**src/logic/runControl.sv**
```systemverilog
`timescale 1ns/1ps
`default_nettype none

module runControl
(
   input  wire  clk,
   input  wire  rst,
   input  wire  run,
   input  wire  pingPong,
   input  wire  fillDone,
   input  wire  drainDone,
   output logic pingState,
   output logic done
);

   logic fillFin;
   logic drainFin;

   assign done = fillFin & drainFin;

   always_ff @(posedge clk or posedge rst)
   begin
      if (rst)
      begin
         pingState <= 1'b0;
         fillFin <= 1'b1;
         drainFin <= 1'b1;
      end
      else if (run)
      begin
         // swap banks each run in ping-pong mode
         pingState <= pingPong ? ~pingState : 1'b0;
         fillFin <= 1'b0;
         drainFin <= 1'b0;
      end
      else
      begin
         if (fillDone)
         begin
            fillFin <= 1'b1;
         end
         if (drainDone)
         begin
            drainFin <= 1'b1;
         end
      end
   end

endmodule

`default_nettype wire

```
**config.mk**
```make
export PLATFORM = sky130hd
export DESIGN_NAME = runControl
export DESIGN_NICKNAME = d
export VERILOG_FILES = /design/src/logic/runControl.sv
export SDC_FILE = /design/constraint.sdc
export NUM_CORES = 1
export LEC_CHECK = 0
export BUFFER_PORTS_ARGS = -buffer_cell sky130_fd_sc_hd__buf_2
export CAP_MARGIN = 20
export CORE_AREA = 5 5 42 44
export DETAILED_ROUTE_END_ITERATION = 10
export DIE_AREA = 0 0 47 49
export GPL_TIMING_DRIVEN = 0
export MAX_ROUTING_LAYER = met4
export PLACE_DENSITY = 0.37
export SYNTH_ARGS = -nofsm -noshare
export SYNTH_HDL_FRONTEND = slang
export SYNTH_SLANG_ARGS = --single-unit
```
**constraint.sdc**
```tcl
create_clock -name clk -period 0.8 [get_ports clk]
set_clock_uncertainty 0.05 [all_clocks]
set_input_delay 0.04 -clock clk [delete_from_list [all_inputs] [get_ports clk]]
set_output_delay 0.04 -clock clk [all_outputs]
set_load 0.02 [all_outputs]
```
After elaboration in Yosys (flattened, before gate mapping)
Cells that the tools add are included.
{"block": "totals", "wordCells": 12, "ff_bits": 3}
{"block": "classes", "muxes": 5, "reduce_logical": 2, "n_bitwise": 2}
{"op": "$mux 1", "count": 5}
{"op": "$reduce_bool 2->1", "count": 2}
{"op": "$and 1x1->1", "count": 1}
{"op": "$not 1->1", "count": 1}

Longest topological paths before layout
{"block": "logic_depth", "word_depth": 2, "mapped_depth": 2, "depth_no_buf": 2}

Least setup slack after synthesis
Ideal clock, no wire load.
{"block": "synth_path", "path_kind": "reg-to-output", "start": "register drainFin", "end": "output done", "setup_slack_ns": -0.016, "path_buffers": 0, "stages_incl_launch_ff": 2, "arrival_ns": 0.726, "path_cell_list": "dfstp_2 > and2_1"}
{"block": "synth_between", "elab_chain_cells": 1}
{"element": "start, declared", "line": "17", "text": "logic drainFin;"}
{"element": "start signal, assigned", "line": "27", "text": "drainFin <= 1'b1;"}
{"element": "start signal, assigned", "line": "34", "text": "drainFin <= 1'b0;"}
{"element": "start signal, assigned", "line": "44", "text": "drainFin <= 1'b1;"}
{"element": "$and 1x1->1", "line": "19", "text": "assign done = fillFin & drainFin;"}
{"element": "end, declared", "line": "13", "text": "output logic done"}
Every way passes these cells.

Worst setup path in the final report
{"block": "layout_path", "start": "register fillFin", "end": "output done"}
{"block": "layout_between", "elab_chain_cells": 1}
{"element": "start, declared", "line": "16", "text": "logic fillFin;"}
{"element": "start signal, assigned", "line": "26", "text": "fillFin <= 1'b1;"}
{"element": "start signal, assigned", "line": "33", "text": "fillFin <= 1'b0;"}
{"element": "start signal, assigned", "line": "40", "text": "fillFin <= 1'b1;"}
{"element": "$and 1x1->1", "line": "19"}
Every way passes these cells.

==> qor.yml <==
crit_chain: "and2_4, buf_6"
ys_seq_area_frac: 0.667
grt_pass1_vias: 147
syn2layout_area_growth_pct: 129
cts_max_level: 1
clk_pin_slew_worst_paths_ps: 40
cp_max_fo: 2
hp-class: "in -> reg"
setup_viol: 2
track_usage: 0.0406
period_share: 1.34
status: "finished, violations left"
slew_violations: 0
final_area_sq_um: 267
coreArea_sq_um: 1400
n_antenna_cell: 0
synthSimpleGateAreaFrac: 0.215
die_w_microns: 47
grt.overflow.total: 0
drt_iter0_drc: 1
vias: 124
cts_tree: "done"
syn_avg_cell_area_sq_um: 10.6
clkLatencyLatePin_ps: 230
grt_antenna_before_repair: 0
grt_use_met1: 0.0288
root_buffer: "clkbuf_4"
grt.busiest_layer: "met4"
crit_type: "reg -> out"
vdd_drop_max_v: 0.000379
yosysWarnings: 0
drcViolationCount: 0
setup_ws_ps: -275
cts_buffers: 3
ys.flop_type: "dfstp_2"
synth_area_leaders: "dfstp_2, dfrtp_1, nor2_1"
grt_util_met3: 0.0369
synth_common_cells: "nor2_1, dfstp_2"
worstMarginPinSlew_ps: 105
grt_max_degree: 5
routed_wl_microns: 293
cap_violations: 0
gp_congestion: 0.589
netlist_instances: 11
violations: "negative setup slack"
final.setup.tns_ps: -320
ys_types: 7
cts_num_sinks: 3
wl_per_cell_microns: 6.81
crit_path_end_kind: "primary output"
syn_nets: 17
start_util: 0.0830
cpMaxStageDelayCell: "dfstp_2"
leakage_nw: 0.129
nets: 34
rsz0062_at_grt: "yes"
whs_ps: 14.1
synth_top_family_by_area: "simple AND/OR/NAND/NOR gates"
hold_viol: 0
critical_path_required_ps: 710
syn-cell-area_sq_um: 116
synth_edf_count: 0
yosysTopAreaCellShare: 0.452
ios: 8
port_buffers: 7
drt_first_pass_iters: 2
placed_area_sq_um: 173
antenna_left: 0
synth-async-reset-ratio: 1.00
fmax_ghz: 0.930
clk_path_buf_depth: 2
grt_pass1_wl_microns: 531
synth-seq-cells: 3
synth-xor-area-share: 0
final_layout_size_suffix_gt1_frac: 0.519
slew-limit-headroom: 0.928
met2_usage: 0.0407
cp.arrival_ps: 990
power.density_nw_per_um2: 1980
dieArea_sq_um: 2300
fp.dieH_microns: 49
synthMuxAreaShare: 0.0860
synth_compound_area_frac: 0
row_count: 14
yosysMostFrequentCell: "nor2_1"
synthAdderAreaFrac: 0
period_minus_slack_ps: 1080
cp-start-kind: "flip-flop"
yosysTopAreaCell: "dfstp_2"
vias_per_cell: 2.88
cp_slowest_stage_delay_ps: 520
## power by group
part / total, mW / internal, mW / switching [mW]
Clock: 0.264 / 0.187 / 0.0776
Combinational: 0.0863 / 0.0555 / 0.0308
Sequential: 0.177 / 0.170 / 0.00718
## state kept, by name, indices dropped and copies added, names as in the netlist
name	count
fillFin	1
pingState	1
drainFin	1
## per-stage QoR
stage	utilization	worst slack, ps	total power [mW]	std cells
finish	0.190	-275	0.528	43
global route	0.190	-324	0.583	43
CTS	0.186	-291	0.540	43
detailed placement	0.123	-75.7	0.227	34
global placement	0.123	-74.8	0.226	34
floorplan	-	19.4	0.202	11
## logic make-up (layout without fill, tap and decap cells)
group | count (synthesis) | in the layout
buf+inv | 1 | 17
flops | 3 | 3
mux | 1 | 1
simple gates | 6 | 6
## what timing repair did
action | CTS | global route
hold buffers | 4 | 0
setup endpoints to repair | 2 | 3
cloned | 0 | 0
pin swaps | 0 | 1
endpoints found under the hold margin | 6 | 0
setup buffers | 1 | 0
resized for setup | 5 | 2
## cell type report
class | instances | area (sq um)
multi-input combinational | 7 | 37.5
timing repair buffer | 12 | 101
fill | 171 | 1130
sequential | 3 | 77.6
tap | 16 | 20.0
clock buffer | 4 | 26.3
inverter | 1 | 3.75
## final timing paths
kind | end | startpoint | slack [ps] | depth (start not counted)
worst max-delay path | done | fillFin | -280 | 2
worst min-delay path | pingState | pingPong | 10 | 3
worst max register to register | pingState | pingState | 30 | 2
worst min register to register | drainFin | drainFin | 450 | 2
max in group asynchronous | fillFin | rst | 330 | 3
min in group asynchronous | pingState | rst | 170 | 3
## routing by layer
metal | vias to the layer above | wire (microns) | part of all wire
li1 | 66 | - | -
met1 | 52 | 113 | 0.39
met2 | 6 | 133 | 0.45
met3 | 0 | 46 | 0.16
met4 | 0 | 0 | 0
met5 | - | 0 | 0
## critical path: cells and delay by family, from the launching register on
family                 cells  cell delay (ps)
buffers and inverters      1              100
and+or+nand+nor            1              130
DFF                        1              520
## layout by cell type, fill, tap and decap left out
master / instances
nor2_1: 4
dlygate4sd3_1: 4
buf_2: 4
clkbuf_4: 3
buf_6: 3
dfstp_2: 2
nand2_1: 1
mux2i_1: 1
and2_4: 1
inv_1: 1
clkbuf_1: 1
buf_4: 1
dfrtp_1: 1
No activity file was read; power rests on OpenSTA's default activity.
