**config.mk**
```make
export PLATFORM = sky130hd
export DESIGN_NAME = fillEngine
export DESIGN_NICKNAME = d
export VERILOG_FILES = /design/src/logic/busPkg.sv /design/src/logic/addrGenPkg.sv /design/src/logic/addrGen.sv /design/src/logic/fillEngine.sv
export SDC_FILE = /design/constraint.sdc
export NUM_CORES = 1
export LEC_CHECK = 0
export ABC_AREA = 1
export BUFFER_PORTS_ARGS = -buffer_cell sky130_fd_sc_hd__buf_4
export CORE_MARGIN = 2
export CORE_UTILIZATION = 53
export DETAILED_ROUTE_END_ITERATION = 10
export PLACE_DENSITY_LB_ADDON = 0.25
export RECOVER_POWER = 50
export SKIP_LAST_GASP = 1
export SLEW_MARGIN = 40
export SYNTH_ARGS = -nofsm -noshare
export SYNTH_HDL_FRONTEND = slang
export SYNTH_SLANG_ARGS = --single-unit
```
**constraint.sdc**
```tcl
create_clock -name clk -period 3.29 [get_ports clk]
set_clock_uncertainty 0.05 [all_clocks]
set_input_delay 0 -clock clk [delete_from_list [all_inputs] [get_ports clk]]
set_output_delay 0 -clock clk [all_outputs]
set_load 0.02 [all_outputs]
```
**src/logic/busPkg.sv**
```systemverilog
`default_nettype none

package busPkg;

   // data word carried on each beat
   localparam int DATA_W = 32;

   // external byte address
   localparam int BUS_ADDR_W = 32;

   // burst length field, counts beats
   localparam int BUS_LEN_W = 8;

endpackage

`default_nettype wire

```
**src/logic/addrGenPkg.sv**
```systemverilog
`default_nettype none

package addrGenPkg;

   // stage buffer address, msb picks the bank
   localparam int MEM_ADDR_W = 10;

   // period and duty counters
   localparam int PERIOD_W = 10;

endpackage

`default_nettype wire

```
**src/logic/addrGen.sv**
```systemverilog
`timescale 1ns/1ps
`default_nettype none

module addrGen #(
   parameter int MEM_ADDR_W = addrGenPkg::MEM_ADDR_W,
   parameter int PERIOD_W = addrGenPkg::PERIOD_W
)
(
   input  wire                   clk,
   input  wire                   rst,
   input  wire                   run,
   input  wire  [MEM_ADDR_W-1:0] iterations,
   input  wire  [PERIOD_W-1:0]   period,
   input  wire  [PERIOD_W-1:0]   duty,
   input  wire  [MEM_ADDR_W-1:0] start,
   input  wire  [MEM_ADDR_W-1:0] shift,
   input  wire  [MEM_ADDR_W-1:0] incr,
   input  wire                   ready,
   output logic                  valid,
   output logic [MEM_ADDR_W-1:0] addr,
   output logic                  done
);

   logic                  active;
   logic [MEM_ADDR_W-1:0] iterCnt;
   logic [PERIOD_W-1:0]   slotCnt;
   logic [MEM_ADDR_W-1:0] rowBase;
   logic                  advance;
   logic                  lastSlot;
   logic                  lastIter;

   assign valid = active && (slotCnt < duty);
   // idle slots move on by themselves
   assign advance = active && (ready || !valid);
   assign lastSlot = slotCnt == period - 1'b1;
   assign lastIter = iterCnt == iterations - 1'b1;

   always_ff @(posedge clk or posedge rst)
   begin
      if (rst)
      begin
         active <= 1'b0;
         iterCnt <= '0;
         slotCnt <= '0;
         done <= 1'b0;
      end
      else
      begin
         done <= 1'b0;
         if (run)
         begin
            active <= 1'b1;
            iterCnt <= '0;
            slotCnt <= '0;
         end
         else if (advance)
         begin
            if (lastSlot)
            begin
               slotCnt <= '0;
               if (lastIter)
               begin
                  active <= 1'b0;
                  done <= 1'b1;
               end
               else
               begin
                  iterCnt <= iterCnt + 1'b1;
               end
            end
            else
            begin
               slotCnt <= slotCnt + 1'b1;
            end
         end
      end
   end

   // next row starts from the row base, not the running address
   always_ff @(posedge clk)
   begin
      if (run)
      begin
         rowBase <= start;
         addr <= start;
      end
      else if (advance)
      begin
         if (lastSlot)
         begin
            rowBase <= rowBase + shift;
            addr <= rowBase + shift;
         end
         else if (valid)
         begin
            addr <= addr + incr;
         end
      end
   end

endmodule

`default_nettype wire

```
**src/logic/fillEngine.sv**
```systemverilog
`timescale 1ns/1ps
`default_nettype none

module fillEngine #(
   parameter int DATA_W = busPkg::DATA_W,
   parameter int MEM_ADDR_W = addrGenPkg::MEM_ADDR_W
)
(
   input  wire                          clk,
   input  wire                          rst,
   input  wire                          run,
   input  wire                          pingState,
   input  wire  [busPkg::BUS_ADDR_W-1:0] extAddr,
   input  wire  [busPkg::BUS_LEN_W-1:0]  length,
   input  wire  [MEM_ADDR_W-1:0]         iterA,
   input  wire  [addrGenPkg::PERIOD_W-1:0] perA,
   input  wire  [addrGenPkg::PERIOD_W-1:0] dutyA,
   input  wire  [MEM_ADDR_W-1:0]         shiftA,
   input  wire  [MEM_ADDR_W-1:0]         incrA,
   input  wire                          busReady,
   input  wire  [DATA_W-1:0]             busRdata,
   input  wire                          busLast,
   output logic                         busValid,
   output logic [busPkg::BUS_ADDR_W-1:0] busAddr,
   output logic [busPkg::BUS_LEN_W-1:0]  busLen,
   output logic                         wrEn,
   output logic [MEM_ADDR_W-1:0]         wrAddr,
   output logic [DATA_W-1:0]             wrData,
   output logic                         fillDone
);

   import addrGenPkg::*;

   logic                  busActive;
   logic [MEM_ADDR_W-1:0] fillStart;
   logic                  genValid;
   logic                  genReady;
   logic [MEM_ADDR_W-1:0] genAddr;
   logic                  beat;

   // bottom of the bank the drain is not reading
   always_comb
   begin
      fillStart = '0;
      fillStart[MEM_ADDR_W-1] = ~pingState;
   end

   assign busValid = busActive & genValid;
   assign beat = busValid & busReady;
   assign genReady = busActive & busReady;

   always_ff @(posedge clk or posedge rst)
   begin
      if (rst)
      begin
         busActive <= 1'b0;
      end
      else if (run)
      begin
         busActive <= 1'b1;
      end
      else if (beat && busLast)
      begin
         busActive <= 1'b0;
      end
   end

   // request fields held for the whole burst
   always_ff @(posedge clk)
   begin
      if (run)
      begin
         busAddr <= extAddr;
         busLen <= length;
      end
   end

   addrGen #(
      .MEM_ADDR_W(MEM_ADDR_W),
      .PERIOD_W  (PERIOD_W)
   ) fillGen (
      .clk       (clk),
      .rst       (rst),
      .run       (run),
      .iterations(iterA),
      .period    (perA),
      .duty      (dutyA),
      .start     (fillStart),
      .shift     (shiftA),
      .incr      (incrA),
      .ready     (genReady),
      .valid     (genValid),
      .addr      (genAddr),
      .done      ()
   );

   assign wrEn = beat;
   assign wrAddr = genAddr;
   assign wrData = busRdata;
   assign fillDone = beat & busLast;

endmodule

`default_nettype wire

```
# Word level (Yosys, flattened, before mapping)
# Cells that the tools add are included.
word_totals:
  reg_bits: 82
  in_bits: 128
  out_inout_bits: 85
  elab_cells: 62
op_classes:
  add_sub_neg: 6
  magnitude_cmp: 1
  eq_ne: 3
  muxes: 20
  n_bitwise: 5
  n_reduce_logical: 17
op_table:
  columns: ["op", "n"]
  rows:
  - ["two-way mux 10 bit", 14]
  - ["adder 10 x 1 -> 10 bit (second input constant)", 2]
  - ["adder 10 bit", 2]
  - ["equality test 10 bit", 2]
  - ["subtractor 10 x 1 -> 10 bit (second input constant)", 2]
  - ["less-than comparator 10 bit", 1]
  - ["nonzero test 2 bit", 5]
  - ["AND reduction 2 bit", 4]
  - ["two-way mux 1 bit", 6]
  - ["AND reduction 3 bit", 2]
  - ["AND 1 bit", 4]
  - ["logical AND 1 bit", 3]
  - ["nonzero test 3 bit", 1]
  - ["!= test 2 bit (second input constant)", 1]
  - ["zero test 1 bit", 1]
  - ["logical OR 1 bit", 1]
  - ["NOT 1 bit", 1]

# Longest topological paths before layout
depth:
  depth_word: 7
  ltp_mapped: 17
  depth_no_buf: 16

# Modules after synthesis
# From an unflattened synthesis, not the netlist that was laid out.
unflattened:
  hier_cells: 660
  area_unflattened_um2: 5472.7
by_module_without_submodules:
  columns: ["mod", "n_inst", "cells_per_inst", "area_each_um2", "seq_area_each_um2"]
  rows:
  - ["addrGen", 1, 573, 3951.3, 1151.1]
  - ["fillEngine", 1, 87, 1521.5, 1226.2]

# Worst setup path before layout
# OpenSTA, ideal clock, no wires.
synth_path:
  kind: "flip-flop to flip-flop"
  from: "reg fillGen.slotCnt[5]"
  to: "reg busActive"
  setup_ns: 0.143
  arrival_time_ns: 1.976
  required_time_ns: 3.097
  path_slack_ns: 1.121
  path_stages_with_launch: 10
  n_path_buf: 0
  period_less_slack_ns: 2.169
  cell_sequence: "dfrtp_1 ha_1 a21oi_1 o21ai_0 nand2_1 nand3_1 nor2_1 nand2_1 nor2_1 o21ai_0"
synth_via:
  elab_chain_len: 6
synth_rtl:
  columns: ["item", "line_no", "rtl"]
  rows:
  - ["from (decl)", "addrGen.sv:26", "logic [PERIOD_W-1:0] slotCnt;"]
  - ["from (signal assigned)", "addrGen.sv:73", "slotCnt <= slotCnt + 1'b1;"]
  - ["less-than comparator 10 bit", "addrGen.sv:32", "assign valid = active && (slotCnt < duty);"]
  - ["logical AND 1 bit", "addrGen.sv:32", null]
  - ["AND 1 bit", "fillEngine.sv:48", "assign busValid = busActive & genValid;"]
  - ["net busValid", "fillEngine.sv:23", "output logic busValid,"]
  - ["AND 1 bit", "fillEngine.sv:49", "assign beat = busValid & busReady;"]
  - ["logical AND 1 bit", "fillEngine.sv:62", "else if (beat && busLast)"]
  - ["nonzero test 2 bit (no line)", null, null]
  - ["to (signal assigned)", "fillEngine.sv:56", "busActive <= 1'b0;"]
  - ["to (signal assigned)", "fillEngine.sv:60", "busActive <= 1'b1;"]
  - ["to (signal assigned)", "fillEngine.sv:64", "busActive <= 1'b0;"]
  - ["to (decl)", "fillEngine.sv:34", "logic busActive;"]
# The timed path passes the listed nets, and every way through them passes these cells.
# A chain may end at the register's enable or synchronous reset.

# Worst setup path after layout
layout_path:
  from: "reg fillGen.slotCnt[7]"
  to: "reg fillGen.iterCnt[4]"
layout_via:
  elab_chain_len: 7
  elab_cells_between_ends: 9
  classes_between: "order compare: 1; eq/ne: 1; reduce/logical: 7"
layout_rtl:
  columns: ["item", "line_no", "rtl"]
  rows:
  - ["less-than comparator 10 bit", "addrGen.sv:32", null]
  - ["logical AND 1 bit", "addrGen.sv:32", null]
  - ["zero test 1 bit", "addrGen.sv:34", "assign advance = active && (ready || !valid);"]
  - ["logical OR 1 bit", "addrGen.sv:34", null]
  - ["logical AND 1 bit", "addrGen.sv:34", null]
  - ["nonzero test 2 bit (no line)", null, null]
  - ["AND reduction 3 bit (no line) *", null, null]
  - ["to (signal assigned)", "addrGen.sv:68", "iterCnt <= iterCnt + 1'b1;"]
  - ["to (decl)", "addrGen.sv:25", "logic [MEM_ADDR_W-1:0] iterCnt;"]
# Mark *: on every way between the ends. The rest lies on a longest branch, timed or not.

==> out/metrics.yaml <==
status:
  outcome: "completed"
pwr:
  power.share.sequential: 0.433
  p_total_uw: 2740
  internal-power_uw: 1910
  peakVddDrop_mv: 0.215
  switching_share: 0.301
  power_per_cell_area_nw_per_um2: 373
  p_comb_frac: 0.255
  p_leak_uw: 0.00351
  clkPwrFrac: 0.311
  switching_power_uw: 823
logic_synthesis:
  synth_enable_flop_cells: 42
  ys_warn_count: 0
  synth_fp_nets: 812
  async_reset_ff_frac: 0.268
  ys_ff_latch: 82
  yosysSeqAreaShare: 0.403
  ys_types: 41
  avgSynthCellArea_sq_um: 8.28
  synth_flop_cell: "edfxtp_1"
  syn_area_sq_um: 5390
  synthCells: 651
floorplanning:
  fp.dieArea_sq_um: 11000
  start_util: 0.549
  die-width_um: 105
  rows: 36
  design.core.area_sq_um: 9820
  ios: 213
  die_h_um: 105
worst_setup_path:
  cp.arrival_ns: 2.79
  startpoint_type: "flip-flop"
  crit_path_start: "fillGen.slotCnt[7]"
  cp.required_ns: 3.52
  r2r_start: "fillGen.slotCnt[7]"
  worst_setup_path_end_kind: "flip-flop"
  worstPathMaxFanout: 23
  critPathKind: "flip-flop to flip-flop"
  r2r_slack_ns: 0.73
final_layout:
  multi_input_area_sq_um: 2620
  final_nets: 1002
  area_growth_pct: 36.1
  final_layout_size_suffix_gt1_frac: 0.252
  diodes: 0
  fillers: 746
  final_cell_mix: "136 x nand2_1, 108 x buf_4, 75 x dlygate4sd3_1"
  final_core_util: 0.747
  final_common_cell: "nand2_1"
  seq_area_sq_um: 2170
global_routing:
  busiest_layer: "met2"
  grt_max_degree: 55
  grt_usage: 0.249
  use_met3: 0.0487
  grt_pass1_vias: 4822
  antenna_found_initial: 0
  overflow: 0
  met1_usage: 0.284
  use_met2: 0.470
  grt_pass1_wl_um: 22100
routing:
  vias: 5008
  wl_per_cell_um: 14.0
  drt_iter0_markers: 233
  dr.pass1.iters: 5
  antenna_left: 0
  route.detailed.drc: 0
  viasPerCell: 5.12
  wirelength_um: 13700
run:
  max_cap_viol_count: 0
hold_path:
  holdCritPathClass: "primary input to flip-flop"
  min_from: "shiftA[0]"
cts:
  cts.clk_slew.worst_paths_ns: 0.09
  ctsRootBufferMaster: "clkbuf_8"
  cts_tree: "done"
  cts_max_level: 3
  cts_resized: 0
  clock_path_buffers: 2
  insertion_delay_ns: 0.36
  clock-sinks: 82
  cts_made_buffers: 9
timing:
  worst_slew_pin_slew_ns: 0.874
  hold_viol_final: 0
  rsz0062_at_grt: "no"
  setup_tns_ns: 0
  maxSlewViolCount: 0
  setup_violations: 0
  fmax_ghz: 0.391
  min_period_ns: 2.56
  timing.final.crit_share: 0.778
  relSlewSlack: 0.417
placed_design:
  place_congestion: 0.925
  dp_hpwl_um: 9610
  numPortBuffers: 148
layout make-up:
type | instances | share of cell area
Clock inverter | 7 | 0.0148
Sequential cell | 82 | 0.296
Inverter | 76 | 0.0389
Clock buffer | 9 | 0.0169
Timing Repair Buffer | 224 | 0.254
Tap cell | 133 | 0.0227
Multi-Input combinational cell | 448 | 0.357
critical path: stages, from the launching register on:
cell	delay, ns
dfrtp_1	0.45
ha_1	0.32
a21oi_1	0.14
nor2_1	0.05
nor2_1	0.10
nand3_1	0.15
nor2_1	0.16
nor2_2	0.07
nand2_4	0.24
nand2_4	0.09
nand2_2	0.43
nand2_1	0.13
o21ai_2	0.08
flip-flops by register name, indices dropped and copies added (netlist names):
register and cells:
busLen 8, fillGen.addr 10, fillGen.iterCnt 10, fillGen.slotCnt 10, fillGen.rowBase 10, busActive 1, busAddr 32, fillGen.active 1
through the flow:
stage | instance area, sq um | std cells | hold WS (ns) | worst slack (ns)
floorplan | 5390 | 651 | -0.0608 | 1.12
global placement | 6360 | 888 | -0.0499 | 0.887
detailed placement | 6360 | 888 | -0.0499 | 0.758
CTS | 7340 | 979 | 0.0156 | 0.751
global route | 7340 | 979 | 0.0470 | 0.501
finish | 7340 | 979 | 0.0387 | 0.730
power by group through the flow:
stage                     Combinational, uW  Sequential, uW  Clock [uW]
after floorplan                         334            1270           0
after global placement                  585            1200           0
after detailed placement                594            1210           0
after CTS                               700            1180         869
after global routing                    764            1190         905
final                                   699            1190         852
repair_timing:
action / in CTS / in global routing
endpoints found under the hold margin: 96 / 0
hold buffers: 75 / 0
setup buffers: 0 / 0
cells in the mapped netlist (11+ instances only):
library cell / count / area share
xnor2_1: 14 / 0.023
ha_1: 31 / 0.072
dfrtp_1: 22 / 0.10
inv_1: 72 / 0.050
a21oi_1: 26 / 0.024
edfxtp_1: 42 / 0.23
nand3_1: 50 / 0.046
nor2_1: 49 / 0.034
dfxtp_1: 18 / 0.067
nand4_1: 11 / 0.013
buf_4: 33 / 0.046
xor2_1: 25 / 0.041
o21ai_0: 26 / 0.024
nand2_2: 15 / 0.017
nand2_1: 136 / 0.095
cells by family after synthesis:
kind of cell	after synthesis	share of synthesized area
fa+ha+maj	33	0.0794
buf+inv	121	0.112
flops	82	0.403
simple gates	295	0.253
xor+xnor	39	0.0633
compound gates	81	0.0891
metal layers:
| layer | routed length (um) | vias to the layer above |
|---|---|---|
| li1 | - | 2484 |
| met1 | 5230 | 2296 |
| met2 | 7400 | 208 |
| met3 | 857 | 20 |
| met4 | 227 | 0 |
| met5 | 0 | - |
final timing paths:
check | end | cells past startpoint
worst max-delay path | fillGen.iterCnt[4] | 12
max in group asynchronous | fillGen.slotCnt[9] | 3
worst min register to register | fillGen.rowBase[0] | 2
min in group asynchronous | fillGen.iterCnt[3] | 3
worst min-delay path | fillGen.rowBase[0] | 4
worst max register to register | fillGen.iterCnt[4] | 12
No activity file was read; power rests on OpenSTA's default activity.
