`src/logic/busPkg.sv`:
```
`default_nettype none

package busPkg;

   // data word carried on each beat
   localparam int DATA_W = 32;

   // external byte address
   localparam int BUS_ADDR_W = 32;

   // burst length field, counts beats
   localparam int BUS_LEN_W = 8;

endpackage

`default_nettype wire

```
`src/logic/addrGenPkg.sv`:
```
`default_nettype none

package addrGenPkg;

   // stage buffer address, msb picks the bank
   localparam int MEM_ADDR_W = 10;

   // period and duty counters
   localparam int PERIOD_W = 10;

endpackage

`default_nettype wire

```
`src/logic/addrGen.sv`:
```
`timescale 1ns/1ps
`default_nettype none

module addrGen #(
   parameter int MEM_ADDR_W = addrGenPkg::MEM_ADDR_W,
   parameter int PERIOD_W = addrGenPkg::PERIOD_W
)
(
   input  wire                   clk,
   input  wire                   rst,
   input  wire                   run,
   input  wire  [MEM_ADDR_W-1:0] iterations,
   input  wire  [PERIOD_W-1:0]   period,
   input  wire  [PERIOD_W-1:0]   duty,
   input  wire  [MEM_ADDR_W-1:0] start,
   input  wire  [MEM_ADDR_W-1:0] shift,
   input  wire  [MEM_ADDR_W-1:0] incr,
   input  wire                   ready,
   output logic                  valid,
   output logic [MEM_ADDR_W-1:0] addr,
   output logic                  done
);

   logic                  active;
   logic [MEM_ADDR_W-1:0] iterCnt;
   logic [PERIOD_W-1:0]   slotCnt;
   logic [MEM_ADDR_W-1:0] rowBase;
   logic                  advance;
   logic                  lastSlot;
   logic                  lastIter;

   assign valid = active && (slotCnt < duty);
   // idle slots move on by themselves
   assign advance = active && (ready || !valid);
   assign lastSlot = slotCnt == period - 1'b1;
   assign lastIter = iterCnt == iterations - 1'b1;

   always_ff @(posedge clk or posedge rst)
   begin
      if (rst)
      begin
         active <= 1'b0;
         iterCnt <= '0;
         slotCnt <= '0;
         done <= 1'b0;
      end
      else
      begin
         done <= 1'b0;
         if (run)
         begin
            active <= 1'b1;
            iterCnt <= '0;
            slotCnt <= '0;
         end
         else if (advance)
         begin
            if (lastSlot)
            begin
               slotCnt <= '0;
               if (lastIter)
               begin
                  active <= 1'b0;
                  done <= 1'b1;
               end
               else
               begin
                  iterCnt <= iterCnt + 1'b1;
               end
            end
            else
            begin
               slotCnt <= slotCnt + 1'b1;
            end
         end
      end
   end

   // next row starts from the row base, not the running address
   always_ff @(posedge clk)
   begin
      if (run)
      begin
         rowBase <= start;
         addr <= start;
      end
      else if (advance)
      begin
         if (lastSlot)
         begin
            rowBase <= rowBase + shift;
            addr <= rowBase + shift;
         end
         else if (valid)
         begin
            addr <= addr + incr;
         end
      end
   end

endmodule

`default_nettype wire

```
`src/logic/drainEngine.sv`:
```
`timescale 1ns/1ps
`default_nettype none

module drainEngine #(
   parameter int DATA_W = busPkg::DATA_W,
   parameter int MEM_ADDR_W = addrGenPkg::MEM_ADDR_W
)
(
   input  wire                            clk,
   input  wire                            rst,
   input  wire                            run,
   input  wire                            pingState,
   input  wire                            pingPong,
   input  wire  [MEM_ADDR_W-1:0]           iterB,
   input  wire  [addrGenPkg::PERIOD_W-1:0] perB,
   input  wire  [addrGenPkg::PERIOD_W-1:0] dutyB,
   input  wire  [MEM_ADDR_W-1:0]           startB,
   input  wire  [MEM_ADDR_W-1:0]           shiftB,
   input  wire  [MEM_ADDR_W-1:0]           incrB,
   input  wire  [MEM_ADDR_W-1:0]           iter2B,
   input  wire  [MEM_ADDR_W-1:0]           shift2B,
   input  wire  [MEM_ADDR_W-1:0]           incr2B,
   input  wire                            reverseB,
   input  wire  [DATA_W-1:0]               rdData,
   input  wire                            outReady,
   output logic                           rdEn,
   output logic [MEM_ADDR_W-1:0]           rdAddr,
   output logic                           outValid,
   output logic [DATA_W-1:0]               outData,
   output logic                           drainDone
);

   import addrGenPkg::*;

   // outer loop has one slot per pass
   localparam logic [PERIOD_W-1:0] ONE_SLOT = 1;

   logic [MEM_ADDR_W-1:0] outerStart;
   logic                  passValid;
   logic                  passReady;
   logic [MEM_ADDR_W-1:0] passStart;
   logic                  outerDone;
   logic                  outerFin;
   logic                  passActive;
   logic                  innerRun;
   logic                  innerValid;
   logic                  innerReady;
   logic [MEM_ADDR_W-1:0] innerAddr;
   logic                  innerDone;
   logic                  lastIssued;
   logic                  finishing;

   function automatic logic [MEM_ADDR_W-1:0] reverseBits(input logic [MEM_ADDR_W-1:0] word);
      logic [MEM_ADDR_W-1:0] result;
      for (int i = 0; i < MEM_ADDR_W; i++)
      begin
         result[i] = word[MEM_ADDR_W-1-i];
      end
      return result;
   endfunction

   // read the bank filled on the previous run
   always_comb
   begin
      outerStart = startB;
      if (pingPong)
      begin
         outerStart[MEM_ADDR_W-1] = pingState;
      end
   end

   addrGen #(
      .MEM_ADDR_W(MEM_ADDR_W),
      .PERIOD_W  (PERIOD_W)
   ) outerGen (
      .clk       (clk),
      .rst       (rst),
      .run       (run),
      .iterations(iter2B),
      .period    (ONE_SLOT),
      .duty      (ONE_SLOT),
      .start     (outerStart),
      .shift     (shift2B),
      .incr      (incr2B),
      .ready     (passReady),
      .valid     (passValid),
      .addr      (passStart),
      .done      (outerDone)
   );

   // next pass may start in the cycle the current one ends
   assign passReady = ~passActive | innerDone;
   assign innerRun = passValid & passReady;

   addrGen #(
      .MEM_ADDR_W(MEM_ADDR_W),
      .PERIOD_W  (PERIOD_W)
   ) innerGen (
      .clk       (clk),
      .rst       (rst),
      .run       (innerRun),
      .iterations(iterB),
      .period    (perB),
      .duty      (dutyB),
      .start     (passStart),
      .shift     (shiftB),
      .incr      (incrB),
      .ready     (innerReady),
      .valid     (innerValid),
      .addr      (innerAddr),
      .done      (innerDone)
   );

   // only read when the output slot frees up this cycle
   assign innerReady = ~outValid | outReady;
   assign rdEn = innerValid & innerReady;
   assign rdAddr = reverseB ? reverseBits(innerAddr) : innerAddr;

   // buffer read register doubles as the output register
   assign outData = rdData;

   assign lastIssued = innerDone & outerFin;
   assign drainDone = (finishing | lastIssued) & outValid & outReady;

   always_ff @(posedge clk or posedge rst)
   begin
      if (rst)
      begin
         outValid <= 1'b0;
         passActive <= 1'b0;
         outerFin <= 1'b0;
         finishing <= 1'b0;
      end
      else
      begin
         if (rdEn)
         begin
            outValid <= 1'b1;
         end
         else if (outReady)
         begin
            outValid <= 1'b0;
         end
         if (run)
         begin
            passActive <= 1'b0;
            outerFin <= 1'b0;
            finishing <= 1'b0;
         end
         else
         begin
            if (innerRun)
            begin
               passActive <= 1'b1;
            end
            else if (innerDone)
            begin
               passActive <= 1'b0;
            end
            if (outerDone)
            begin
               outerFin <= 1'b1;
            end
            // last word still waiting at the output
            if (drainDone)
            begin
               finishing <= 1'b0;
            end
            else if (lastIssued)
            begin
               finishing <= 1'b1;
            end
         end
      end
   end

endmodule

`default_nettype wire

```
`config.mk`:
```
export PLATFORM = sky130hd
export DESIGN_NAME = drainEngine
export DESIGN_NICKNAME = d
export VERILOG_FILES = /design/src/logic/busPkg.sv /design/src/logic/addrGenPkg.sv /design/src/logic/addrGen.sv /design/src/logic/drainEngine.sv
export SDC_FILE = /design/constraint.sdc
export NUM_CORES = 1
export LEC_CHECK = 0
export ABC_AREA = 1
export BUFFER_PORTS_ARGS = -buffer_cell sky130_fd_sc_hd__buf_2
export CAP_MARGIN = 10
export CORE_ASPECT_RATIO = 1.4
export CORE_UTILIZATION = 45
export CTS_CLUSTER_SIZE = 20
export DETAILED_ROUTE_END_ITERATION = 8
export GPL_TIMING_DRIVEN = 0
export PLACE_DENSITY = 0.76
export SLEW_MARGIN = 10
export SYNTH_ARGS = -nofsm -noshare
export SYNTH_HDL_FRONTEND = slang
export SYNTH_SLANG_ARGS = --single-unit
```
`constraint.sdc`:
```
create_clock -name clk -period 2.5 [get_ports clk]
set_clock_uncertainty 0.05 [all_clocks]
set_input_delay 0.375 -clock clk [delete_from_list [all_inputs] [get_ports clk]]
set_output_delay 0.375 -clock clk [all_outputs]
set_load 0.005 [all_outputs]
```
## Word-level counts from Yosys, hierarchy flattened

Cells that the tools add are included.

| storage, ports and cells | value |
|---|---|
| register bits after elaboration | 88 |
| bits of input ports | 129 |
| output and inout bits | 45 |

| cells by class | value |
|---|---|
| add/sub/neg operators | 11 |
| $lt $le $gt $ge | 2 |
| eq/ne operators | 5 |
| muxes and demuxes | 56 |
| bitwise logic cells | 10 |
| reductions and logical operators | 29 |

Operator list:

| cell | number |
|---|---|
| two-way mux 10 bit | 29 |
| adder 10 x 1 -> 10 bit (second input constant) | 4 |
| adder 10 bit | 4 |
| equality test 10 bit | 3 |
| subtractor 10 x 1 -> 10 bit (second input constant) | 3 |
| two-way mux 1 bit | 27 |
| nonzero test 2 bit | 8 |
| AND reduction 3 bit | 4 |
| nonzero test 3 bit | 4 |
| zero test 10 bit | 1 |
| less-than comparator 10 x 1 -> 1 bit (second input constant) | 1 |
| less-than comparator 10 bit | 1 |
| AND reduction 2 bit | 4 |
| AND 1 bit | 5 |
| logical AND 1 bit | 4 |
| bitwise OR 1 bit | 3 |
| zero test 1 bit | 2 |
| logical OR 1 bit | 2 |
| != test 2 x 1 -> 1 bit (second input constant) | 1 |
| != test 2 bit (second input constant) | 1 |
| NOT 1 bit | 2 |

## Longest topological paths before layout

Gate-level depths: netlist of the first run.

| depth | value |
|---|---|
| depth in word-level cells | 7 |
| mapped depth | 17 |
| gate-level depth less buffers | 16 |

## Hierarchy

From an unflattened synthesis of the first run, not the netlist that was laid out.

| second synthesis, totals | value |
|---|---|
| cells, all modules | 1,276 |
| area, all modules | 8,634.5 µm² |

Modules (own cells, without submodules):

| module | times used | cells each | area an instance (µm²) |
|---|---|---|---|
| addrGen at innerGen | 1 | 630 | 4,144.0 |
| addrGen at outerGen | 1 | 559 | 3,896.2 |
| drainEngine | 1 | 87 | 594.3 |

## Worst setup path before layout of the first run

No wires, ideal clock.

| timing path | value |
|---|---|
| path kind | reg-to-reg |
| from | reg innerGen.slotCnt[9] |
| to | reg innerGen.addr[0], enable pin |
| setup time | 0.391 ns |
| data arrival time | 2.282 ns |
| setup slack | -0.223 ns |
| stages on the path, launching flop included | 10 |
| path buffers | 0 |
| period minus slack after synthesis | 2.723 ns |
| path through | dfrtp_1 ha_1 nand2_1 nor2_1 nand3_1 nand3_1 o21ai_2 nand2_1 inv_1 o21ai_0 |

| on the way | value |
|---|---|
| cells in the longest elaborated chain, start to end | 7 |
| elaborated cells between the ends (all ways) | 9 |
| those cells by class | 1 x order compare; 1 x eq/ne; 7 x reduce/logical |

Ends and longest elaborated chain:

| element | RTL line | text |
|---|---|---|
| start: declaration | addrGen.sv:26 | `logic [PERIOD_W-1:0] slotCnt;` |
| start signal: assignment | addrGen.sv:73 | `slotCnt <= slotCnt + 1'b1;` |
| less-than comparator 10 bit | addrGen.sv:32 | `assign valid = active && (slotCnt < duty);` |
| logical AND 1 bit | addrGen.sv:32 |  |
| zero test 1 bit | addrGen.sv:34 | `assign advance = active && (ready \|\| !valid);` |
| logical OR 1 bit | addrGen.sv:34 |  |
| logical AND 1 bit | addrGen.sv:34 |  |
| nonzero test 2 bit (no source line) | - |  |
| AND reduction 2 bit (no source line) * | - |  |
| end signal: assignment | addrGen.sv:85 | `addr <= start;` |
| end signal: assignment | addrGen.sv:92 | `addr <= rowBase + shift;` |
| end signal: assignment | addrGen.sv:96 | `addr <= addr + incr;` |
| end: declaration | addrGen.sv:20 | `output logic [MEM_ADDR_W-1:0] addr,` |

Mark *: on every way between the ends. The rest lies on a longest branch, timed or not.
A chain may end at the register's enable or synchronous reset.

## Worst setup path after layout of the first run

| timing path | value |
|---|---|
| from | reg innerGen.slotCnt[7] |
| to | reg innerGen.rowBase[8], enable pin |

| on the way | value |
|---|---|
| cells in the longest elaborated chain, start to end | 7 |
| elaborated cells between the ends (all ways) | 9 |
| those cells by class | 1 x order compare; 1 x eq/ne; 7 x reduce/logical |

Ends and longest elaborated chain:

| element | RTL line | text |
|---|---|---|
| less-than comparator 10 bit | addrGen.sv:32 |  |
| logical AND 1 bit | addrGen.sv:32 |  |
| zero test 1 bit | addrGen.sv:34 |  |
| logical OR 1 bit | addrGen.sv:34 |  |
| logical AND 1 bit | addrGen.sv:34 |  |
| nonzero test 2 bit (no source line) | - |  |
| AND reduction 2 bit (no source line) * | - |  |
| end signal: assignment | addrGen.sv:84 | `rowBase <= start;` |
| end signal: assignment | addrGen.sv:91 | `rowBase <= rowBase + shift;` |
| end: declaration | addrGen.sv:27 | `logic [MEM_ADDR_W-1:0] rowBase;` |

Marked as above.

==> impl_metrics.csv, run 1 <==
group,metric,value,unit
power,finalPower,5.24,mW
timing,whs,0.289,ns
cells_and_area,diodes,0,
clocking,clk_pin_slew,0.07,ns
floorplan,core.rowCount,57,
worst_setup_path,critPathMaxStageDelay,0.46,ns
yosys,synthCells,1137,
route,route.detailed.drc,0,
grt,grt_pass1_wl,33400,um
timing,slew_headroom,58.1,%
worst_setup_path,r2r_cells,10,
route,routed_wirelength,20500,um
yosys,synth.avg_cell_area,7.09,um^2
placement,dpl.hpwl,16600,um
clocking,clk-insertion-delay-late,0.35,ns
cells_and_area,fin_util,54.3,%
power,pwr_density_cell,553,nW/um^2
cells_and_area,postLayoutCellArea,9480,um^2
worst_setup_path,path_class,"reg2reg",
timing,worstMarginPinSlew,0.628,ns
cells_and_area,syn2layout_area_growth,17.6,%
cells_and_area,nFillCells,1712,
power,power_leakage,4.86,nW
route,viasPerCell,5.14,
placement,gp_congestion,0.941,
grt,antenna_found_initial,0,
timing,min_period,2.38,ns
worst_setup_path,critical_path.top_delay_family,"simple AND/OR/NAND/NOR gates",
worst_setup_path,r2r_setup_slack,0.12,ns
timing,fmax,0.420,GHz
yosys,yosysSeqAreaShare,29.8,%
placement,port_buffers,139,
worst_setup_path,crit_required,2.56,ns
route,initialDrtViolationCount,363,
yosys,netlist_area,8060,um^2
worst_setup_path,crit_chain,"ha_1, a21oi_1, nor2_1, nor2_1, nand3_4, o21ai_4, nand2_4, nand2_4, clkinvlp_4, buf_4",
flow_run,maxCapViolCount,0,
timing,tns,0,ns
yosys,yosysTopAreaCellShare,14.9,%
cells_and_area,final_common_cell,"nand2_1",
yosys,muxShareOfSynthArea,0,%
run_status,outcome,"completed",
yosys,yosys_warnings,0,
yosys,synth_edf_count,40,
timing,setup-violations-final,0,
floorplan,floorplan.initialDensity,46.1,%
yosys,synth_top_family_by_area,"simple AND/OR/NAND/NOR gates",
yosys,syn_nets,1324,
timing,fin_crit_sh,95.3,%
yosys,synth.area.top_cells,"dfrtp_1, edfxtp_1, nand2_1",
grt,grt_max_degree,38,
worst_setup_path,worstPathMaxFanout,7,
yosys,synth.distinct_cells,52,
worst_setup_path,r2r_end,"innerGen.rowBase[8]$_DFFE_PP_",
worst_hold_path,whs_endpoint,"outerGen.addr[6]$_DFFE_PP_",
worst_setup_path,path_buf_inv,2,
grt,grt_remaining_overflow,0,
grt,grt_pass1_vias,7399,
yosys,postSynth.asyncResetShare,54.5,%
floorplan,fp.dieH,160,um
cells_and_area,final_cell_mix,"nand2_1, buf_2, inv_1",
placement,dp_slack,-0.626,ns
yosys,synth_fa_ha_area_share,9.37,%
power,vdd_drop_max,0.363,mV
yosys,synthFlopType,"dfrtp_1",
placement,placed_area,9070,um^2
worst_setup_path,r2r-start,"innerGen.slotCnt[7]$_DFFE_PP0P_",
yosys,yosys.area_share.simple,31.8,%
cells_and_area,final_cells,1535,
route,drtAntennaViolNets,0,
route,drtPass1Iterations,5,
worst_setup_path,startpoint_type,"flop",
floorplan,io-pin-count,174,
route,wire_per_inst,13.3,um
yosys,synth-compound-area-share,10.6,%
clocking,cts_root_buf,"clkbuf_16",
timing,hold_viol,0,
worst_hold_path,min-delay-start,"startB[6]",
worst_hold_path,hold_path.class,"in2reg",
clocking,numCtsBuffers,9,
cells_and_area,drive_gt1_share,19.4,%
worst_setup_path,cp_slowest_cell,"dfrtp_1",
yosys,ys_ff_latch,88,
yosys,synth_xor_area_share,7.39,%
cells_and_area,nNetsFinal,1481,
worst_hold_path,min_path_cells,3,
clocking,cts_buffer_depth,2,
worst_setup_path,cp.arrival,2.44,ns
route,vias,7887,
yosys,synth_largest_area_cell,"dfrtp_1",
timing,finalWorstSetupSlack,0.118,ns
floorplan,coreArea,17500,um^2
clocking,cts_htree_levels,3,
clocking,cts_tree,"yes",
placement,place_inst,1513,
floorplan,die-area,18500,um^2
grt,track_usage,22.7,%
timing,slew_viol_final,0,
clocking,clock-sinks,88,
worst_setup_path,end_kind,"flop",
floorplan,fp.dieW,115,um
[how the worst max path moves through the flow]
| stage | from | end | cells past startpoint |
|---|---|---|---|
| floorplan | innerGen.slotCnt[9]$_DFFE_PP0P_ | innerGen.addr[0]$_DFFE_PP_ | 9 |
| global placement | dutyB[9] | innerGen.addr[5]$_DFFE_PP_ | 11 |
| detailed placement | dutyB[9] | innerGen.addr[5]$_DFFE_PP_ | 11 |
| CTS | innerGen.slotCnt[7]$_DFFE_PP0P_ | innerGen.rowBase[5]$_DFFE_PP_ | 10 |
| global route | innerGen.slotCnt[7]$_DFFE_PP0P_ | innerGen.rowBase[5]$_DFFE_PP_ | 10 |
| finish | innerGen.slotCnt[7]$_DFFE_PP0P_ | innerGen.rowBase[8]$_DFFE_PP_ | 10 |
[cells in the mapped netlist, types with 4 or more instances]
library cell  instances
nand2_1             282
inv_1               135
nor2_1              111
nand3_1              88
o21ai_0              71
ha_1                 54
a21oi_1              49
dfrtp_1              48
xor2_1               45
edfxtp_1             40
buf_4                33
nand4_1              26
xnor2_1              23
nor3_1               18
clkbuf_1              9
inv_2                 8
nor2_2                8
o21ai_1               8
nand2_2               6
nand3b_1              6
or2_2                 6
buf_2                 5
fa_1                  4
nor2_4                4
o21bai_1              4
[metal layers]
metal	up-vias	GRT usage [%]	part of all wire, %
met5	-	0	0
met1	3611	25.6	40
met4	0	8.26	2.5
met2	224	42.4	53
li1	4014	-	-
met3	38	3.43	4.6
[power by group]
part / switching [mW] / leakage, nW / internal, mW
clock: 0.566 / 0.140 / 0.798
combinational: 1.16 / 3.67 / 0.824
sequential: 0.136 / 1.05 / 1.76
total: 1.87 / 4.86 / 3.38
[repair_timing]
action | CTS | global route
gates cloned | 0 | 0
setup endpoints to repair | 32 | 31
buffers inserted | 5 | 0
hold buffers | 1 | 0
pin swaps | 2 | 1
endpoints found under the hold margin | 11 | 0
gates resized for setup | 7 | 5
[area by class of cell]
cell class,count,area (um^2),area share (%)
Multi-Input combinational cell,853,4820,50.8
Sequential cell,88,2400,25.3
Timing Repair Buffer,146,776,8.18
Inverter,144,544,5.74
Buffer,52,352,3.71
Tap cell,236,295,3.11
Clock buffer,12,246,2.60
Clock inverter,4,46.3,0.488
[worst reg2reg max path, delay by kind of cell (launching register included)]
family / cells / cell delay (ns)
AO/OA/AOI/OAI: 2 / 0.39
adder cells (fa/ha/maj): 1 / 0.32
buffers and inverters: 2 / 0.28
flip-flops: 1 / 0.46
AND/OR/NAND/NOR: 5 / 0.65
[flip-flops by register name, summed over array words and instances, names as in the netlist]
signal / flops
innerGen.done: 1
passActive: 1
outerGen.active: 1
outerGen.slotCnt: 10
finishing: 1
outerGen.done: 1
outerGen.iterCnt: 10
outValid: 1
outerFin: 1
innerGen.slotCnt: 10
innerGen.addr: 10
innerGen.active: 1
innerGen.rowBase: 10
innerGen.iterCnt: 10
outerGen.rowBase: 10
outerGen.addr: 10
[cells by family after synthesis]
logic type | after synthesis
simple gates | 572
buf+inv | 196
compound gates | 155
flops | 88
xor+xnor | 68
fa+ha+maj | 58
No activity file was read; power rests on OpenSTA's default activity.
==> run 2: changes to the inputs <==
CORE_MARGIN = 10   (was unset)
==> impl_metrics.csv, run 2 (same netlist as run 1, synthesis figures left out) <==
group,metric,value,unit
floorplan,core.rowCount,57,
power,power_leakage,4.88,nW
worst_setup_path,critPathMaxStageDelay,0.44,ns
placement,placed_area,9070,um^2
worst_setup_path,crit_top_cell,"nor2_1",
timing,hold_viol,0,
route,wire_per_inst,14.3,um
cells_and_area,multi_input_area,4810,um^2
power,p_clk_share,28.6,%
placement,dpl.hpwl,18100,um
route,vias,7822,
clocking,clock-sinks,88,
cells_and_area,diodes,0,
flow_run,maxCapViolCount,0,
clocking,numCtsBuffers,9,
route,initialDrtViolationCount,341,
clocking,cts_tree,"yes",
timing,whs,0.297,ns
worst_setup_path,path_class,"reg2reg",
timing,min_period,2.33,ns
power,vdd_drop_max,0.340,mV
cells_and_area,postLayoutCellArea,9530,um^2
worst_setup_path,r2r_cells,10,
run_status,outcome,"completed",
power,swShare,34.7,%
timing,fmax,0.429,GHz
grt,antenna_found_initial,0,
timing,rsz0062_at_grt,"false",
worst_setup_path,end_kind,"flop",
grt,grt_pass1_wl,36100,um
grt,grt_remaining_overflow,0,
floorplan,floorplan.initialDensity,46.1,%
worst_setup_path,cp_slowest_cell,"dfrtp_1",
clocking,cts_htree_levels,3,
floorplan,fp.dieW,133,um
power,p_seq_share,34.7,%
power,p_sw,1.89,mW
grt,track_usage,18.1,%
timing,slew_viol_final,0,
clocking,clk_pin_slew,0.06,ns
floorplan,coreArea,17500,um^2
cells_and_area,final_common_cell,"nand2_1",
worst_setup_path,cp.depth,10,
placement,gp_congestion,0.932,
power,combPwrFrac,36.7,%
route,viasPerCell,5.09,
worst_hold_path,min_path_cells,3,
cells_and_area,final_cell_mix,"nand2_1, buf_2, inv_1",
route,routed_wirelength,22000,um
timing,setup-violations-final,0,
timing,fin_crit_sh,93.2,%
clocking,clk-insertion-delay-late,0.35,ns
cells_and_area,register_area,2400,um^2
clocking,cts_buffer_depth,2,
floorplan,die-area,23700,um^2
timing,worstMarginPinSlew,0.662,ns
worst_hold_path,hold_path.class,"in2reg",
floorplan,fp.dieH,178,um
grt,grt_max_degree,36,
cells_and_area,nNetsFinal,1482,
route,route.detailed.drc,0,
route,drtAntennaViolNets,0,
worst_setup_path,startpoint_type,"flop",
power,p_int,3.56,mW
worst_setup_path,worstPathMaxFanout,7,
cells_and_area,syn2layout_area_growth,18.2,%
worst_setup_path,cp.arrival,2.39,ns
worst_setup_path,critical_path.top_delay_family,"simple AND/OR/NAND/NOR gates",
clocking,cts_root_buf,"clkbuf_16",
cells_and_area,drive_gt1_share,19.6,%
grt,grt_pass1_vias,7888,
placement,port_buffers,139,
floorplan,io-pin-count,174,
worst_setup_path,crit_chain,"ha_1, a21oi_1, nor2_1, nor2_1, nand3_2, o21ai_4, nand2_4, nand2_2, clkinvlp_4, buf_4",
timing,slew_headroom,55.8,%
power,pwr_density_cell,572,nW/um^2
worst_setup_path,crit_required,2.56,ns
route,drtPass1Iterations,6,
cells_and_area,nFillCells,1680,
worst_setup_path,path_buf_inv,2,
==> run 2: area by class of cell <==
type                       instances  area share [%]
clock buffer                      11            2.44
timing repair buffer             147            8.22
tap                              236            3.10
clock inverter                     5            1.10
inverter                         144            5.71
multi-input combinational        853            50.5
sequential                        88            25.2
buffer                            52            3.69
==> run 2: routing by layer <==
metal,wire (um),part of all wire [%],global-route usage [%],vias up
met5,0,0,0,-
met4,504,2.3,6.32,0
met3,1080,4.9,3.58,29
met2,11500,52,34.2,167
met1,8980,41,19.7,3602
li1,-,-,-,4024
==> run 2: worst register-to-register path, cell delays in order, from the launching register on <==
cell	delay, ns
dfrtp_1	0.44
ha_1	0.31
a21oi_1	0.15
nor2_1	0.05
nor2_1	0.11
nand3_2	0.18
o21ai_4	0.22
nand2_4	0.13
nand2_2	0.16
clkinvlp_4	0.12
buf_4	0.17
==> run 2: repair_timing <==
action,in CTS,in global routing
resized for setup,6,5
hold buffers,1,0
setup endpoints to repair,31,42
pin swaps,2,1
buffers inserted,5,1
endpoints found under the hold margin,13,0
==> run 2: worst paths after layout <==
| check | startpoint | to | slack [ns] |
|---|---|---|---|
| worst max-delay path | innerGen.slotCnt[7]$_DFFE_PP0P_ | innerGen.rowBase[9]$_DFFE_PP_ | 0.17 |
| worst min-delay path | startB[6] | outerGen.addr[6]$_DFFE_PP_ | 0.30 |
| worst max register to register | innerGen.slotCnt[7]$_DFFE_PP0P_ | innerGen.rowBase[9]$_DFFE_PP_ | 0.17 |
| worst min register to register | outerGen.done$_DFF_PP0_ | outerFin$_DFFE_PP0P_ | 0.41 |
| max in group asynchronous | rst | innerGen.iterCnt[6]$_DFFE_PP0P_ | 1.41 |
| min in group asynchronous | rst | innerGen.slotCnt[3]$_DFFE_PP0P_ | 0.49 |
==> run 2: power groups by stage <==
stage / Sequential [mW] / Clock, mW / Combinational (mW)
6_report: 1.89 / 1.56 / 2.00
5_1_grt: 1.91 / 1.63 / 2.30
4_1_cts: 1.89 / 1.57 / 1.99
3_5_place_dp: 1.92 / 0 / 1.96
3_3_place_gp: 1.92 / 0 / 1.93
2_1_floorplan: 1.87 / 0 / 1.44
==> run 2: per-stage QoR <==
stage                     util, %  instances  setup slack [ns]  setup TNS [ns]  total power [mW]
after floorplan                 -       1137            0.0411               0              3.31
after global placement       51.8       1512            -0.684          -10.14              3.85
after detailed placement     51.9       1513            -0.619          -10.03              3.88
after CTS                    54.3       1535           0.00803               0              5.46
after global routing         54.5       1536            0.0104               0              5.83
final                        54.5       1536             0.171               0              5.45
